<file path="config.mk">
export PLATFORM = sky130hd
export DESIGN_NAME = b2m_io
export DESIGN_NICKNAME = d
export VERILOG_FILES = /design/src/b2m_io_pkg.sv /design/src/b2m_io.sv /design/src/b2m_sd_port.sv /design/src/b2m_ppa.sv /design/src/b2m_pic.sv /design/src/b2m_pit.sv /design/src/b2m_port_decode.sv
export SDC_FILE = /design/constraint.sdc
export NUM_CORES = 1
export LEC_CHECK = 0
export BUFFER_PORTS_ARGS = -buffer_cell sky130_fd_sc_hd__buf_2
export CAP_MARGIN = 25
export CORE_MARGIN = 2
export CORE_UTILIZATION = 45
export DETAILED_ROUTE_END_ITERATION = 6
export PLACE_DENSITY = 0.72
export SYNTH_ARGS = -nofsm -noshare
export SYNTH_HDL_FRONTEND = slang
export SYNTH_SLANG_ARGS = --single-unit
export TNS_END_PERCENT = 5
</file>
<file path="constraint.sdc">
create_clock -name clk50mhz -period 5.3 [get_ports clk50mhz]
set_input_delay 0 -clock clk50mhz [delete_from_list [all_inputs] [get_ports clk50mhz]]
set_output_delay 0 -clock clk50mhz [all_outputs]
set_load 0.02 [all_outputs]
</file>
<file path="src/b2m_io_pkg.sv">
`default_nettype none

package b2m_io_pkg;

	// ----------------------------------------
	// CPU port bus
	// ----------------------------------------
	typedef struct packed {
		logic [4:0] addr;   // Port number, A4..A0
		logic [7:0] wdata;  // Write byte
		logic       wr;     // One-cycle write strobe
		logic       rd;     // One-cycle read strobe
	} port_bus_t;

	// Device selected by the port map
	typedef enum logic [2:0] {
		DEV_NONE    = 3'd0,
		DEV_PIT     = 3'd1,
		DEV_PPA     = 3'd2,
		DEV_PIC     = 3'd3,
		DEV_SD_CS   = 3'd4,
		DEV_SD_DATA = 3'd5
	} io_dev_e;

	// Timer modes, numbered as in the control word
	typedef enum logic [2:0] {
		PIT_RATE   = 3'd2,  // Rate generator
		PIT_SQUARE = 3'd3   // Square wave
	} pit_mode_e;

	// Three-byte acknowledge sequence
	typedef enum logic [1:0] {
		ACK_IDLE = 2'd0,
		ACK_LOW  = 2'd1,  // Next byte is vector low
		ACK_HIGH = 2'd2   // Next byte is vector high
	} pic_ack_e;

	// Parallel port outputs
	typedef struct packed {
		logic [7:0] a;
		logic [7:0] b;
		logic [7:0] c;  // C[2:0] is the memory map
	} ppa_ports_t;

	// ----------------------------------------
	// Port map
	// ----------------------------------------
	localparam logic [4:0] PIT_BASE     = 5'd0;   // 000xx
	localparam logic [4:0] PPA_BASE     = 5'd8;   // 010xx
	localparam logic [4:0] PIC_BASE     = 5'd20;  // 1010x
	localparam logic [4:0] SD_CS_PORT   = 5'd26;  // 11010
	localparam logic [4:0] SD_DATA_PORT = 5'd27;  // 11011

	localparam logic [7:0] CALL_OPCODE = 8'hCD;  // 8080 CALL

endpackage

`default_nettype wire
</file>
<file path="src/b2m_io.sv">
`timescale 1ns/1ns
`default_nettype none

module b2m_io import b2m_io_pkg::*; #(
	parameter logic [7:0] PIC_VEC_HIGH = 8'h00
) (
	input  wire        clk50mhz,
	input  wire        reset,
	input  port_bus_t  bus_i,
	input  wire        inta_i,
	input  wire        cnt_ce_i,
	input  wire        vid_irq_i,
	input  wire        tape_i,
	input  wire        sd_miso_i,
	output logic [7:0] rd_data_o,
	output logic       intr_o,
	output ppa_ports_t ppa_o,
	output logic       pit_out1_o,
	output logic       sd_cs_n_o,
	output logic       sd_sclk_o,
	output logic       sd_mosi_o
);

	logic [7:0] pit_rdata, ppa_rdata, pic_rdata, pic_ack, sd_rdata;
	logic       pit_we, pit_rd, ppa_we, pic_we;
	logic       sd_cs_we, sd_data_we, sd_rd;
	logic [2:0] pit_out;
	logic [7:0] irq;

	// Levels: 0 video, 1 timer 0, 4 tape
	assign irq        = {3'b000, tape_i, 2'b00, pit_out[0], vid_irq_i};
	assign pit_out1_o = pit_out[1];  // Sound channel

	// ----------------------------------------
	// Decoder and devices
	// ----------------------------------------
	b2m_port_decode decode_inst (
		.clk50mhz(clk50mhz), .reset(reset), .bus_i(bus_i), .inta_i(inta_i),
		.pit_rdata_i(pit_rdata), .ppa_rdata_i(ppa_rdata), .pic_rdata_i(pic_rdata),
		.pic_ack_i(pic_ack), .sd_rdata_i(sd_rdata),
		.pit_we_o(pit_we), .pit_rd_o(pit_rd), .ppa_we_o(ppa_we), .pic_we_o(pic_we),
		.sd_cs_we_o(sd_cs_we), .sd_data_we_o(sd_data_we), .sd_rd_o(sd_rd),
		.rd_data_o(rd_data_o)
	);

	b2m_pit pit_inst (
		.clk50mhz(clk50mhz), .reset(reset), .we_i(pit_we), .rd_i(pit_rd),
		.addr_i(bus_i.addr[1:0]), .wdata_i(bus_i.wdata), .cnt_ce_i(cnt_ce_i),
		.rdata_o(pit_rdata), .out_o(pit_out)
	);

	b2m_pic #(.PIC_VEC_HIGH(PIC_VEC_HIGH)) pic_inst (
		.clk50mhz(clk50mhz), .reset(reset), .we_i(pic_we), .addr_i(bus_i.addr[0]),
		.wdata_i(bus_i.wdata), .irq_i(irq), .inta_i(inta_i),
		.rdata_o(pic_rdata), .ack_o(pic_ack), .intr_o(intr_o)
	);

	b2m_ppa ppa_inst (
		.clk50mhz(clk50mhz), .reset(reset), .we_i(ppa_we), .addr_i(bus_i.addr[1:0]),
		.wdata_i(bus_i.wdata), .rdata_o(ppa_rdata), .ports_o(ppa_o)
	);

	b2m_sd_port sd_inst (
		.clk50mhz(clk50mhz), .reset(reset), .cs_we_i(sd_cs_we), .data_we_i(sd_data_we),
		.rd_i(sd_rd), .wdata_i(bus_i.wdata), .miso_i(sd_miso_i), .rdata_o(sd_rdata),
		.cs_n_o(sd_cs_n_o), .sclk_o(sd_sclk_o), .mosi_o(sd_mosi_o)
	);

endmodule

`default_nettype wire

</file>
<file path="src/b2m_sd_port.sv">
`timescale 1ns/1ns
`default_nettype none

module b2m_sd_port (
	input  wire        clk50mhz,
	input  wire        reset,
	input  wire        cs_we_i,
	input  wire        data_we_i,
	input  wire        rd_i,
	input  wire  [7:0] wdata_i,
	input  wire        miso_i,
	output logic [7:0] rdata_o,
	output logic       cs_n_o,
	output logic       sclk_o,
	output logic       mosi_o
);

	logic       cs;
	logic [6:0] shift;  // Older MISO samples

	assign cs_n_o  = ~cs;
	assign rdata_o = {shift, miso_i};  // Live bit last

	always_ff @(posedge clk50mhz or posedge reset) begin
		if (reset) begin
			cs     <= 1'b0;
			sclk_o <= 1'b0;
			mosi_o <= 1'b1;  // Idle high
		end else begin
			if (cs_we_i) cs <= wdata_i[0];
			if (data_we_i) begin
				mosi_o <= wdata_i[7];
				sclk_o <= 1'b0;  // Falling edge
			end
			if (rd_i) sclk_o <= 1'b1;  // Rising edge on read
		end
	end

	// Sample on the data write, only after a high clock phase
	always_ff @(posedge clk50mhz) begin
		if (data_we_i && sclk_o) shift <= {shift[5:0], miso_i};
	end

endmodule

`default_nettype wire

</file>
<file path="src/b2m_ppa.sv">
`timescale 1ns/1ns
`default_nettype none

module b2m_ppa import b2m_io_pkg::*; (
	input  wire        clk50mhz,
	input  wire        reset,
	input  wire        we_i,
	input  wire  [1:0] addr_i,
	input  wire  [7:0] wdata_i,
	output logic [7:0] rdata_o,
	output ppa_ports_t ports_o
);

	ppa_ports_t ports;

	assign ports_o = ports;

	// ----------------------------------------
	// Port registers
	// ----------------------------------------
	always_ff @(posedge clk50mhz or posedge reset) begin
		if (reset) begin
			ports <= '0;
		end else if (we_i) begin
			case (addr_i)
				2'd0: ports.a <= wdata_i;
				2'd1: ports.b <= wdata_i;
				2'd2: ports.c <= wdata_i;
				default: begin
					// Bit set/reset on C, mode words dropped
					if (!wdata_i[7]) ports.c[wdata_i[3:1]] <= wdata_i[0];
				end
			endcase
		end
	end

	// Readback of the output latches
	always_comb begin
		case (addr_i)
			2'd0:    rdata_o = ports.a;
			2'd1:    rdata_o = ports.b;
			2'd2:    rdata_o = ports.c;
			default: rdata_o = 8'h00;  // Control port
		endcase
	end

endmodule

`default_nettype wire

</file>
<file path="src/b2m_pic.sv">
`timescale 1ns/1ns
`default_nettype none

module b2m_pic import b2m_io_pkg::*; #(
	parameter logic [7:0] PIC_VEC_HIGH = 8'h00
) (
	input  wire        clk50mhz,
	input  wire        reset,
	input  wire        we_i,
	input  wire        addr_i,
	input  wire  [7:0] wdata_i,
	input  wire  [7:0] irq_i,
	input  wire        inta_i,
	output logic [7:0] rdata_o,
	output logic [7:0] ack_o,
	output logic       intr_o
);

	logic [7:0] req;      // Latched requests
	logic [7:0] mask;     // 1 = masked
	logic [7:0] irq_q;
	logic [2:0] base;     // Vector low bits 7:5
	logic [2:0] level;    // Level being acknowledged
	logic [2:0] win;
	logic [7:0] pending;
	logic [7:0] clr;
	pic_ack_e   state;

	assign pending = req & ~mask;
	assign intr_o  = state == ACK_IDLE && |pending;
	assign rdata_o = addr_i ? mask : req;

	// Fixed priority, level 0 highest
	always_comb begin
		win = 3'd0;
		for (int i = 7; i >= 0; i--) begin
			if (pending[i]) win = 3'(i);
		end
	end

	// First acknowledge byte retires the winner
	assign clr = (inta_i && intr_o) ? (8'h01 << win) : 8'h00;

	always_ff @(posedge clk50mhz or posedge reset) begin
		if (reset) begin
			req   <= 8'h00;
			mask  <= 8'hFF;  // All masked
			irq_q <= 8'h00;
			base  <= 3'd0;
			level <= 3'd0;
			state <= ACK_IDLE;
		end else begin
			irq_q <= irq_i;
			req   <= (req & ~clr) | (irq_i & ~irq_q);  // Rising edges only
			if (we_i) begin
				if (addr_i) mask <= wdata_i;
				else        base <= wdata_i[7:5];
			end
			if (inta_i) begin
				case (state)
					ACK_IDLE: begin
						level <= win;
						state <= ACK_LOW;
					end
					ACK_LOW:  state <= ACK_HIGH;
					default:  state <= ACK_IDLE;
				endcase
			end
		end
	end

	// Byte for the current fetch
	always_comb begin
		case (state)
			ACK_IDLE: ack_o = CALL_OPCODE;
			ACK_LOW:  ack_o = {base, level, 2'b00};  // Base + 4 * level
			default:  ack_o = PIC_VEC_HIGH;
		endcase
	end

endmodule

`default_nettype wire

</file>
<file path="src/b2m_pit.sv">
`timescale 1ns/1ns
`default_nettype none

module b2m_pit import b2m_io_pkg::*; (
	input  wire        clk50mhz,
	input  wire        reset,
	input  wire        we_i,
	input  wire        rd_i,
	input  wire  [1:0] addr_i,
	input  wire  [7:0] wdata_i,
	input  wire        cnt_ce_i,
	output logic [7:0] rdata_o,
	output logic [2:0] out_o
);

	logic [15:0] count [3];
	logic [15:0] reload [3];
	pit_mode_e   mode [3];
	logic [2:0]  wr_msb;   // Next data write is MSB
	logic [2:0]  rd_msb;   // Next read is MSB
	logic [2:0]  armed;    // Count loaded
	logic [2:0]  out;
	logic [2:0]  tick;
	logic        out2_q;   // For the channel 0 clock edge
	logic        ctl_we;
	pit_mode_e   ctl_mode;

	assign ctl_we   = we_i && addr_i == 2'd3;
	assign ctl_mode = wdata_i[1] ? PIT_SQUARE : PIT_RATE;  // Modes 2/3 only, 6/7 alias
	assign tick     = {cnt_ce_i, cnt_ce_i, out[2] & ~out2_q};
	assign out_o    = out;

	always_ff @(posedge clk50mhz or posedge reset) begin
		if (reset) begin
			out2_q <= 1'b1;
			wr_msb <= 3'b000;
			rd_msb <= 3'b000;
			armed  <= 3'b000;
			out    <= 3'b111;
			for (int i = 0; i < 3; i++) begin
				count[i]  <= 16'h0000;
				reload[i] <= 16'h0000;
				mode[i]   <= PIT_RATE;
			end
		end else begin
			out2_q <= out[2];
			for (int i = 0; i < 3; i++) begin
				if (ctl_we && wdata_i[7:6] == 2'(i)) begin
					// Control word stops the channel
					mode[i]   <= ctl_mode;
					wr_msb[i] <= 1'b0;
					rd_msb[i] <= 1'b0;
					armed[i]  <= 1'b0;
					out[i]    <= 1'b1;
				end else if (we_i && addr_i == 2'(i)) begin
					if (!wr_msb[i]) begin
						reload[i][7:0] <= wdata_i;  // LSB
						wr_msb[i]      <= 1'b1;
					end else begin
						reload[i][15:8] <= wdata_i;
						wr_msb[i]       <= 1'b0;
						armed[i]        <= 1'b1;
						// Square wave counts even values only
						if (mode[i] == PIT_SQUARE) count[i] <= {wdata_i, reload[i][7:1], 1'b0};
						else                       count[i] <= {wdata_i, reload[i][7:0]};
					end
				end else if (tick[i] && armed[i]) begin
					if (mode[i] == PIT_SQUARE) begin
						if (count[i] == 16'd2) begin
							count[i] <= {reload[i][15:1], 1'b0};
							out[i]   <= ~out[i];  // Half period done
						end else begin
							count[i] <= count[i] - 16'd2;
						end
					end else if (count[i] == 16'd1) begin
						count[i] <= reload[i];
						out[i]   <= 1'b1;  // End of low pulse
					end else begin
						count[i] <= count[i] - 16'd1;
						if (count[i] == 16'd2) out[i] <= 1'b0;  // Low while count is 1
					end
				end
				if (rd_i && addr_i == 2'(i)) rd_msb[i] <= ~rd_msb[i];
			end
		end
	end

	// Live count, byte by pointer
	always_comb begin
		rdata_o = 8'h00;
		if (addr_i != 2'd3) rdata_o = rd_msb[addr_i] ? count[addr_i][15:8] : count[addr_i][7:0];
	end

endmodule

`default_nettype wire

</file>
<file path="src/b2m_port_decode.sv">
`timescale 1ns/1ns
`default_nettype none

module b2m_port_decode import b2m_io_pkg::*; (
	input  wire        clk50mhz,
	input  wire        reset,
	input  port_bus_t  bus_i,
	input  wire        inta_i,
	input  wire  [7:0] pit_rdata_i,
	input  wire  [7:0] ppa_rdata_i,
	input  wire  [7:0] pic_rdata_i,
	input  wire  [7:0] pic_ack_i,
	input  wire  [7:0] sd_rdata_i,
	output logic       pit_we_o,
	output logic       pit_rd_o,
	output logic       ppa_we_o,
	output logic       pic_we_o,
	output logic       sd_cs_we_o,
	output logic       sd_data_we_o,
	output logic       sd_rd_o,
	output logic [7:0] rd_data_o
);

	io_dev_e dev;

	// Address match, block sizes 4, 4, 2, 1, 1
	always_comb begin
		if (bus_i.addr[4:2] == PIT_BASE[4:2])      dev = DEV_PIT;
		else if (bus_i.addr[4:2] == PPA_BASE[4:2]) dev = DEV_PPA;
		else if (bus_i.addr[4:1] == PIC_BASE[4:1]) dev = DEV_PIC;
		else if (bus_i.addr == SD_CS_PORT)         dev = DEV_SD_CS;
		else if (bus_i.addr == SD_DATA_PORT)       dev = DEV_SD_DATA;
		else                                       dev = DEV_NONE;
	end

	// Strobes gated by the match
	assign pit_we_o     = bus_i.wr && dev == DEV_PIT;
	assign ppa_we_o     = bus_i.wr && dev == DEV_PPA;
	assign pic_we_o     = bus_i.wr && dev == DEV_PIC;
	assign sd_cs_we_o   = bus_i.wr && dev == DEV_SD_CS;
	assign sd_data_we_o = bus_i.wr && dev == DEV_SD_DATA;
	assign pit_rd_o     = bus_i.rd && dev == DEV_PIT;   // Steps the PIT byte pointer
	assign sd_rd_o      = bus_i.rd && dev == DEV_SD_DATA; // Raises SD clock

	// Registered read byte, held between strobes
	always_ff @(posedge clk50mhz or posedge reset) begin
		if (reset) begin
			rd_data_o <= 8'h00;
		end else if (inta_i) begin
			rd_data_o <= pic_ack_i;  // Acknowledge byte wins
		end else if (bus_i.rd) begin
			case (dev)
				DEV_PIT:     rd_data_o <= pit_rdata_i;
				DEV_PPA:     rd_data_o <= ppa_rdata_i;
				DEV_PIC:     rd_data_o <= pic_rdata_i;
				DEV_SD_DATA: rd_data_o <= sd_rdata_i;
				default:     rd_data_o <= 8'h00;  // CS port and holes
			endcase
		end
	end

endmodule

`default_nettype wire

</file>
Word level (Yosys, flattened, before mapping)
Index checks and enable logic that the tools add are counted. W data, S select, Z words.

Add/sub/neg operators: 6. Reductions and logical operators: 71. Muxes and demuxes: 102. Shift-type cells: 1. Bitwise gates (word level): 25. Magnitude comparators: 4. Equality and inequality tests: 35.

Operators with widths (count): $mux W16 (20); $mux W8 (7); $mux W1 (53); $eq A16 B1 Y1 const B (3); $eq A16 B2 Y1 const B (3); $sub A16 B1 Y16 const B (3); $sub A16 B2 Y16 const B (3); $mux W3 (13); $reduce_bool A2 Y1 (17); $bmux W16 S2 (1); $pmux W8 S2 (2); $pmux W8 S4 (1); $reduce_and A3 Y1 (10); $logic_and A1 B1 Y1 (24); $pmux W8 S3 (1); $eq A3 B2 Y1 const B (6); $and A8 B8 Y8 (2); $not A1 Y1 (16); $not A8 Y8 (2); $reduce_and A2 Y1 (8); $ne A2 B1 Y1 const B (7); $reduce_and A4 Y1 (3); $eq A5 B5 Y1 const B (2); $ne A3 B2 Y1 const B (3); 25 further kinds (34).

Word-level logic and storage cells: 283. Input port bits: 22. Output and inout port bits: 37. Register bits: 187.

Depth between registers and ports, before layout
Gate-level depths: netlist (run 1).

Word-level depth: 15. Mapped depth: 10. Mapped depth without buffers: 8.

By module
From an unflattened synthesis (run 1), not the netlist that was laid out.

Cells, all modules: 1265. Area total of the unflattened synthesis: 11896.4 µm².

By module, submodules not included: b2m_pit (cells each 906, sequential area each 2807.7 µm², area each 7947.6 µm², instances 1); b2m_pic (cells each 139, sequential area each 810.8 µm², area each 1526.5 µm², instances 1); b2m_ppa (cells each 133, sequential area each 600.6 µm², area each 1386.3 µm², instances 1); b2m_port_decode (cells each 67, sequential area each 200.2 µm², area each 688.2 µm², instances 1); b2m_sd_port (cells each 19, sequential area each 286.5 µm², area each 344.1 µm², instances 1); b2m_io (cells each 1, sequential area each 0.0 µm², area each 3.8 µm², instances 1).

Worst setup path after synthesis (run 1)
Ideal clock, no wire load.

Path type: reg2reg. Start: register pit_inst.count[34] (netlist bit). End: register pit_inst.count[41] (netlist bit). Required time: 5179 ps. Arrival: 2186 ps. Slack: 2993 ps. Period minus slack after synthesis: 2307 ps. Stages on the path, launching flop included: 10. Library setup time: 121 ps. Path buffers: 1. Cell sequence: dfrtp_1 > clkbuf_1 > inv_1 > ha_1 > nor3b_1 > nand2_1 > a311oi_1 > mux2i_1 > o2111ai_1 > a22o_1.

Longest elaborated chain between the ends: 5. Elaborated cells between the ends (all ways): 9. Those cells by class: add/sub (2); eq/ne (2); mux (5).

RTL lines: start, declared (RTL line b2m_pit.sv:16) `logic [15:0] count [3];`; start signal, assigned by index (RTL line b2m_pit.sv:64) `if (mode[i] == PIT_SQUARE) count[i] <= {wdata_i, reload[i][7:1], 1'b0};`; start signal, assigned by index (RTL line b2m_pit.sv:65) `else count[i] <= {wdata_i, reload[i][7:0]};`; start signal, assigned by index (RTL line b2m_pit.sv:70) `count[i] <= {reload[i][15:1], 1'b0};`; $sub A16 B1 Y16 (tied with other cells) (RTL line b2m_pit.sv:79) `count[i] <= count[i] - 16'd1;`; $mux W16 (on tied branches) (RTL line b2m_pit.sv:75, b2m_pit.sv:69); $mux W16 * (RTL line b2m_pit.sv:68) `if (mode[i] == PIT_SQUARE) begin`; $mux W16 * (RTL line b2m_pit.sv:67) `end else if (tick[i] && armed[i]) begin`; $mux W16 * (RTL line b2m_pit.sv:55) `end else if (we_i && addr_i == 2'(i)) begin`.

Mark *: on every way between the ends. The rest lies on a longest branch, timed or not. The select of a mux whose other input is x is not followed. A chain may end at the register's enable or synchronous reset.

Worst setup path in the final report (run 1)
Start: register pit_inst.count[1] (netlist bit). End: register pit_inst.count[15] (netlist bit).

The elaborated chain is that of the path after synthesis.

==> flow_summary.json, run 1 <==
{
  "cts_resized": 0,
  "grt_start_max_net_pins": 78,
  "cp-end-kind": "flip-flop",
  "clk-insertion-delay-late_ns": 0.45,
  "first_pass_iters": 5,
  "fin_cells": 1530,
  "synth_edf_count": 7,
  "cts_buffer_depth": 2,
  "rsz0062_at_grt": "false",
  "die-area_mm2": 0.0261,
  "coreArea_mm2": 0.0243,
  "final.setup.tns_ns": 0,
  "fin_skew_ns": 0.0145,
  "post_drt_wl_per_cell_um": 21.4,
  "ioPinCount": 59,
  "fin_nets": 1228,
  "path_buf_inv": 1,
  "hold_viol": 0,
  "postRouteAntennaNets": 0,
  "cts-htree-levels": 4,
  "dp_hpwl_um": 22700,
  "holdCritPathClass": "input port to flip-flop",
  "critPathMaxFanout": 7,
  "die_y_um": 161,
  "max-vdd-ir-drop_mv": 0.240,
  "num_rows": 57,
  "syn_inst": 1180,
  "p_leak_nw": 5.10,
  "worst_slew_pin_slew_ns": 1.00,
  "gr-usage-all-layers_pct": 25.0,
  "crit_arrival_ns": 3.39,
  "syn2layout_area_growth_pct": 10.1,
  "ys_types": 86,
  "fillers": 2180,
  "cts_tree": "done",
  "yosys_register_bits": 181,
  "finalCritPeriodShare_pct": 57.1,
  "combPwrFrac_pct": 29.5,
  "antenna_found_initial": 2,
  "die_width_um": 161,
  "max_stage_delay_ns": 0.73,
  "syn_area_mm2": 0.0112,
  "vias_per_cell": 6.47,
  "final_cell_mix": "161 x dfrtp_1, 97 x nand2_1, 88 x o21ai_0",
  "finalMaxSlewViolations": 0,
  "crit_family": "simple AND/OR/NAND/NOR gates",
  "port_buffers": 58,
  "drc": 0,
  "fin_util_pct": 50.5,
  "gp_congestion": 0.966,
  "synth_warnings": 0,
  "clkPwrFrac_pct": 26.7,
  "routed_wl_um": 32700,
  "outcome": "completed",
  "fin_crit_ns": 3.03,
  "syn-num-nets": 1217,
  "internal_power_mw": 2.94,
  "switching_share_pct": 40.0,
  "mostFrequentLayoutCell": "dfrtp_1",
  "synthArstFlopShare_pct": 96.1,
  "path_clk_slew_ns": 0.08,
  "critical_path.cell_chain": "inv_1 > ha_1 > nor3b_1 > nand4_1 > nor4b_1 > xor2_1 > a22oi_1 > a31oi_1",
  "numPlacedInstances": 1486,
  "dpl_cell_area_mm2": 0.0116,
  "critPathRequiredTime_ns": 5.67,
  "fmax_ghz": 0.330,
  "critical_path_class": "flip-flop to flip-flop",
  "clock-sinks": 181,
  "initial_core_util_pct": 45.9,
  "slowest_stage": "nor3b_1",
  "overflow": 0,
  "setup_viol": 0,
  "worstSetupStartpointType": "flip-flop",
  "p_switching_mw": 1.96,
  "fin_area_mm2": 0.0123,
  "syn_area_per_cell_um2": 9.46,
  "grt_pass1_vias": 9177,
  "power_density_mw_per_mm2": 399,
  "num_vias": 9893,
  "clockRootBuffer": "clkbuf_16",
  "yosysSeqAreaShare_pct": 41.1,
  "grt_pass1_wl_um": 51600,
  "drtIter0Drc": 1076,
  "cts_buffers": 17,
  "ys.flop_type": "dfrtp_1",
  "cts_hold_buffers": 9,
  "p_seq_share_pct": 43.8,
  "power_mw": 4.90,
  "slew_headroom_pct": 32.8,
  "drive_gt1_share_pct": 19.4,
  "drv_cap": 0,
  "post_cts_buffers": 0
}
## Yosys cell counts, types with 28 or more instances
master	instances	area (um2)
a21oi_1	56	280
inv_1	32	120
dfrtp_1	161	4030
nor3_1	32	160
o21ai_0	89	445
mux2i_1	37	370
nor2_1	77	289
mux2_2	83	935
nand3_1	36	180
nand2_1	97	364
clkbuf_1	50	188
buf_2	28	140
## final cells by class
cell class                      count  area (um2)  area share, %
Inverter                           33         129           1.05
Sequential cell                   181        4580           37.3
Clock buffer                       17         425           3.46
Clock inverter                     15         196           1.60
Timing Repair Buffer               77         455           3.71
Multi-Input combinational cell    881        6090           49.6
Antenna cell                        2        5.00         0.0407
Tap cell                          324         405           3.30
## logic make-up after synthesis
| logic type | share of synthesized area (%) |
|---|---|
| compound gates | 20.7 |
| xor+xnor | 2.12 |
| fa+ha+maj | 1.68 |
| buf+inv | 4.40 |
| flops | 41.1 |
| mux | 11.7 |
| simple gates | 18.4 |
## layer usage
| metal | vias up | share of wire, % | wire length (um) | global-route usage (%) |
|---|---|---|---|---|
| met3 | 102 | 7.6 | 2470 | 4.06 |
| met1 | 4834 | 43 | 14000 | 34.6 |
| met4 | 0 | 4.1 | 1330 | 11.7 |
| met2 | 512 | 45 | 14900 | 38.6 |
| li1 | 4445 | - | - | - |
| met5 | - | 0 | 0 | 0 |
## worst min-delay path, cell delays in order
cell and delay, ns:
buf_2 0.15, nor2_1 0.07, nand3_1 0.07, mux2_2 0.15
## flip-flops by register name, indices dropped and copies added (netlist names), 7 cells and up
name,count
decode_inst.rd_data_o,8
pic_inst.mask,8
pic_inst.req,8
pit_inst.count,48
pit_inst.reload,48
ppa_inst.ports_o,24
sd_inst.shift,7
## power groups by stage
| stage | clock network (mW) | logic, mW | registers (mW) |
|---|---|---|---|
| after floorplan | 0 | 1.12 | 1.98 |
| after global placement | 0 | 1.39 | 2.14 |
| after detailed placement | 0 | 1.41 | 2.14 |
| after CTS | 1.32 | 1.43 | 2.12 |
| after global routing | 1.38 | 1.59 | 2.18 |
| final | 1.31 | 1.45 | 2.14 |
## per-stage QoR
stage / worst slack, ns / hold WS (ns)
2_1_floorplan: 0.605 / 0.0314
3_3_place_gp: 2.18 / 0.125
3_5_place_dp: 2.06 / 0.131
4_1_cts: 2.44 / 0.00928
5_1_grt: 2.12 / 0.0404
6_report: 2.27 / 0.0252
## path summary, 6_finish.rpt
path	start	endpoint	slack, ns	cells after the start
max in group asynchronous	reset	pit_inst.reload[28]$_DFFE_PP0P_	3.85	4
setup / recovery	pit_inst.count[1]$_DFFE_PP0P_	pit_inst.count[15]$_DFFE_PP0P_	2.27	8
hold / removal	bus_i[12]	sd_inst.cs$_DFFE_PP0P_	0.03	4
hold reg to reg	pit_inst.out_o[2]$_DFFE_PP1P_	pit_inst.out2_q$_DFF_PP1_	0.39	0
min in group asynchronous	reset	pit_inst.count[0]$_DFFE_PP0P_	0.20	3
setup reg to reg	pit_inst.count[1]$_DFFE_PP0P_	pit_inst.count[15]$_DFFE_PP0P_	2.27	8
Note: power is estimated with default switching activity, not from simulation.
==> run 2, diff against run 1 <==
--- a/config.mk
+++ b/config.mk
@@ -10,7 +10,7 @@
 export CORE_MARGIN = 2
 export CORE_UTILIZATION = 45
 export DETAILED_ROUTE_END_ITERATION = 6
-export PLACE_DENSITY = 0.72
+export PLACE_DENSITY = 0.74
 export SYNTH_ARGS = -nofsm -noshare
 export SYNTH_HDL_FRONTEND = slang
 export SYNTH_SLANG_ARGS = --single-unit
==> constraint.sdc (replaced) <==
create_clock -name clk50mhz -period 2.6 [get_ports clk50mhz]
set_input_delay 0 -clock clk50mhz [delete_from_list [all_inputs] [get_ports clk50mhz]]
set_output_delay 0 -clock clk50mhz [all_outputs]
set_load 0.02 [all_outputs]
==> run 2 against run 1 <==
The flow now finishes with violations (DRC). Design area is 4.9% higher. Die area stayed put. Worst setup slack got worse by 2.2 ns. Sequential power increased by 97%. Clock skew up 0.0030 ns. Final cell count up 4.8%. Combinational power grew 140%. First-iteration DRC count is 20% higher. Global-route usage is 2.4 points higher. Routed wire length is 7.9% higher. Highest routed layer unchanged.
==> flow_summary.json, run 2 (synthesis results as in run 1) <==
{
  "outcome": "finished, violations left",
  "failed_checks": "DRC",
  "min_to": "pit_inst.rd_msb[1]$_DFFE_PP0P_",
  "combPwrFrac_pct": 32.9,
  "setup_viol": 0,
  "reg2reg_depth": 6,
  "dp_hpwl_um": 25000,
  "finalMaxSlewViolations": 0,
  "syn2layout_area_growth_pct": 15.5,
  "grt_start_max_net_pins": 175,
  "max-vdd-ir-drop_mv": 0.416,
  "drtIter0Drc": 1296,
  "rrSetupSlack_ns": 0.12,
  "cts-htree-levels": 4,
  "drv_cap": 0,
  "first_pass_iters": 7,
  "hold_path_depth": 4,
  "internal_power_mw": 6.22,
  "ioPinCount": 59,
  "whs_ns": 0.0340,
  "drive_gt1_share_pct": 24.5,
  "p_seq_share_pct": 40.6,
  "initial_core_util_pct": 45.9,
  "rr_endpoint": "pit_inst.count[4]$_DFFE_PP0P_",
  "coreArea_mm2": 0.0243,
  "p_switching_mw": 4.14,
  "top_usage_layer": "met2",
  "finalCritPeriodShare_pct": 95.4,
  "fin_nets": 1303,
  "post-place-ws_ns": 0.164,
  "grt_pass1_vias": 9917,
  "fin_crit_ns": 2.48,
  "critPathLaunch": "pit_inst.count[13]$_DFFE_PP0P_",
  "switching_share_pct": 40.0,
  "port_buffers": 58,
  "grt_pass1_wl_um": 56100,
  "grt.met2_usage_pct": 42.3,
  "gr-usage-all-layers_pct": 27.4,
  "grt_use_met1_pct": 39.3,
  "drc": 15,
  "worstSetupStartpointType": "flip-flop",
  "clockRootBuffer": "clkbuf_16",
  "hold_viol": 0,
  "num_rows": 57,
  "layout_setup_ws_ns": 0.119,
  "vias_per_cell": 6.36,
  "n_antenna_cell": 0,
  "numPlacedInstances": 1564,
  "critPathMaxFanout": 7,
  "cts_tree": "done",
  "clk-insertion-delay-late_ns": 0.45,
  "fmax_ghz": 0.403,
  "die_y_um": 161,
  "die_width_um": 161,
  "power_density_mw_per_mm2": 805,
  "fin_skew_ns": 0.0175,
  "overflow": 0,
  "postRouteAntennaNets": 0,
  "clkPwrFrac_pct": 26.6,
  "crit_arrival_ns": 2.82,
  "fin_cells": 1603,
  "slew_headroom_pct": 29.6,
  "routed_wl_um": 35300,
  "antenna_found_initial": 0,
  "holdCritPathClass": "input port to flip-flop",
  "post_drt_wl_per_cell_um": 22.0,
  "fin_util_pct": 53.0,
  "final.setup.tns_ns": 0,
  "gp_congestion": 1.02,
  "holdCritStartpoint": "bus_i[13]",
  "r2r_start": "pit_inst.count[13]$_DFFE_PP0P_",
  "p_leak_nw": 5.49,
  "cts_buffer_depth": 2,
  "path_clk_slew_ns": 0.08,
  "met3_usage_pct": 3.95,
  "cp-end-kind": "flip-flop",
  "cts_buffers": 17,
  "num_vias": 10189,
  "final_cell_mix": "161 x dfrtp_1, 97 x nand2_1, 88 x o21ai_0",
  "mostFrequentLayoutCell": "dfrtp_1",
  "critPathRequiredTime_ns": 2.94,
  "critical_path_class": "flip-flop to flip-flop",
  "clock-sinks": 181,
  "rsz0062_at_grt": "true",
  "worst_slew_pin_slew_ns": 1.06,
  "die-area_mm2": 0.0261
}
run 2: final cells by class:
cell class / instances / area, um2
fill: 2185 / 11400
multi-input combinational: 881 / 6100
sequential: 181 / 4580
timing repair buffer: 152 / 1030
clock buffer: 17 / 425
tap: 324 / 405
clock inverter: 15 / 220
inverter: 33 / 128
run 2: how the worst max path moves through the flow:
| stage | end | slack [ns] | depth (start not counted) |
|---|---|---|---|
| CTS | pit_inst.count[35]$_DFFE_PP0P_ | 0.15 | 8 |
| finish | pit_inst.count[4]$_DFFE_PP0P_ | 0.12 | 6 |
| detailed placement | pit_inst.count[35]$_DFFE_PP0P_ | 0.16 | 8 |
| global route | pit_inst.count[47]$_DFFE_PP0P_ | -0.04 | 9 |
| floorplan | pit_inst.count[41]$_DFFE_PP0P_ | 0.29 | 9 |
| global placement | pit_inst.count[47]$_DFFE_PP0P_ | 0.18 | 6 |
run 2: critical path, stage by stage, from the launching register on:
cell       delay (ns)
dfrtp_1          0.48
nor4_2           0.52
and4_1           0.42
a21oi_2          0.19
a2bb2oi_2        0.28
a41oi_1          0.21
a221oi_2         0.28
run 2: metrics by stage:
stage | power [mW] | instance area (um2)
final | 10.4 | 12900
after global routing | 10.9 | 12900
after global placement | 7.47 | 12200
after floorplan | 6.33 | 11200
after detailed placement | 7.55 | 12200
after CTS | 10.3 | 12900
run 2: power by group through the flow:
stage	registers (mW)	logic (mW)	clock network (mW)
finish	4.21	3.41	2.76
global route	4.27	3.75	2.89
CTS	4.17	3.36	2.78
detailed placement	4.22	3.33	0
global placement	4.20	3.28	0
floorplan	4.04	2.29	0
run 2: metal layers:
metal,vias to the layer above,part of all wire (%)
met4,0,2.9
met1,5031,45
met3,83,7.4
met2,482,45
met5,-,0
li1,4593,-
run 2: timing repair:
action	CTS	global route
hold endpoints to repair	175	0
buffers inserted	0	0
setup endpoints to repair	0	3
hold buffers	7	0
resized for setup	0	2
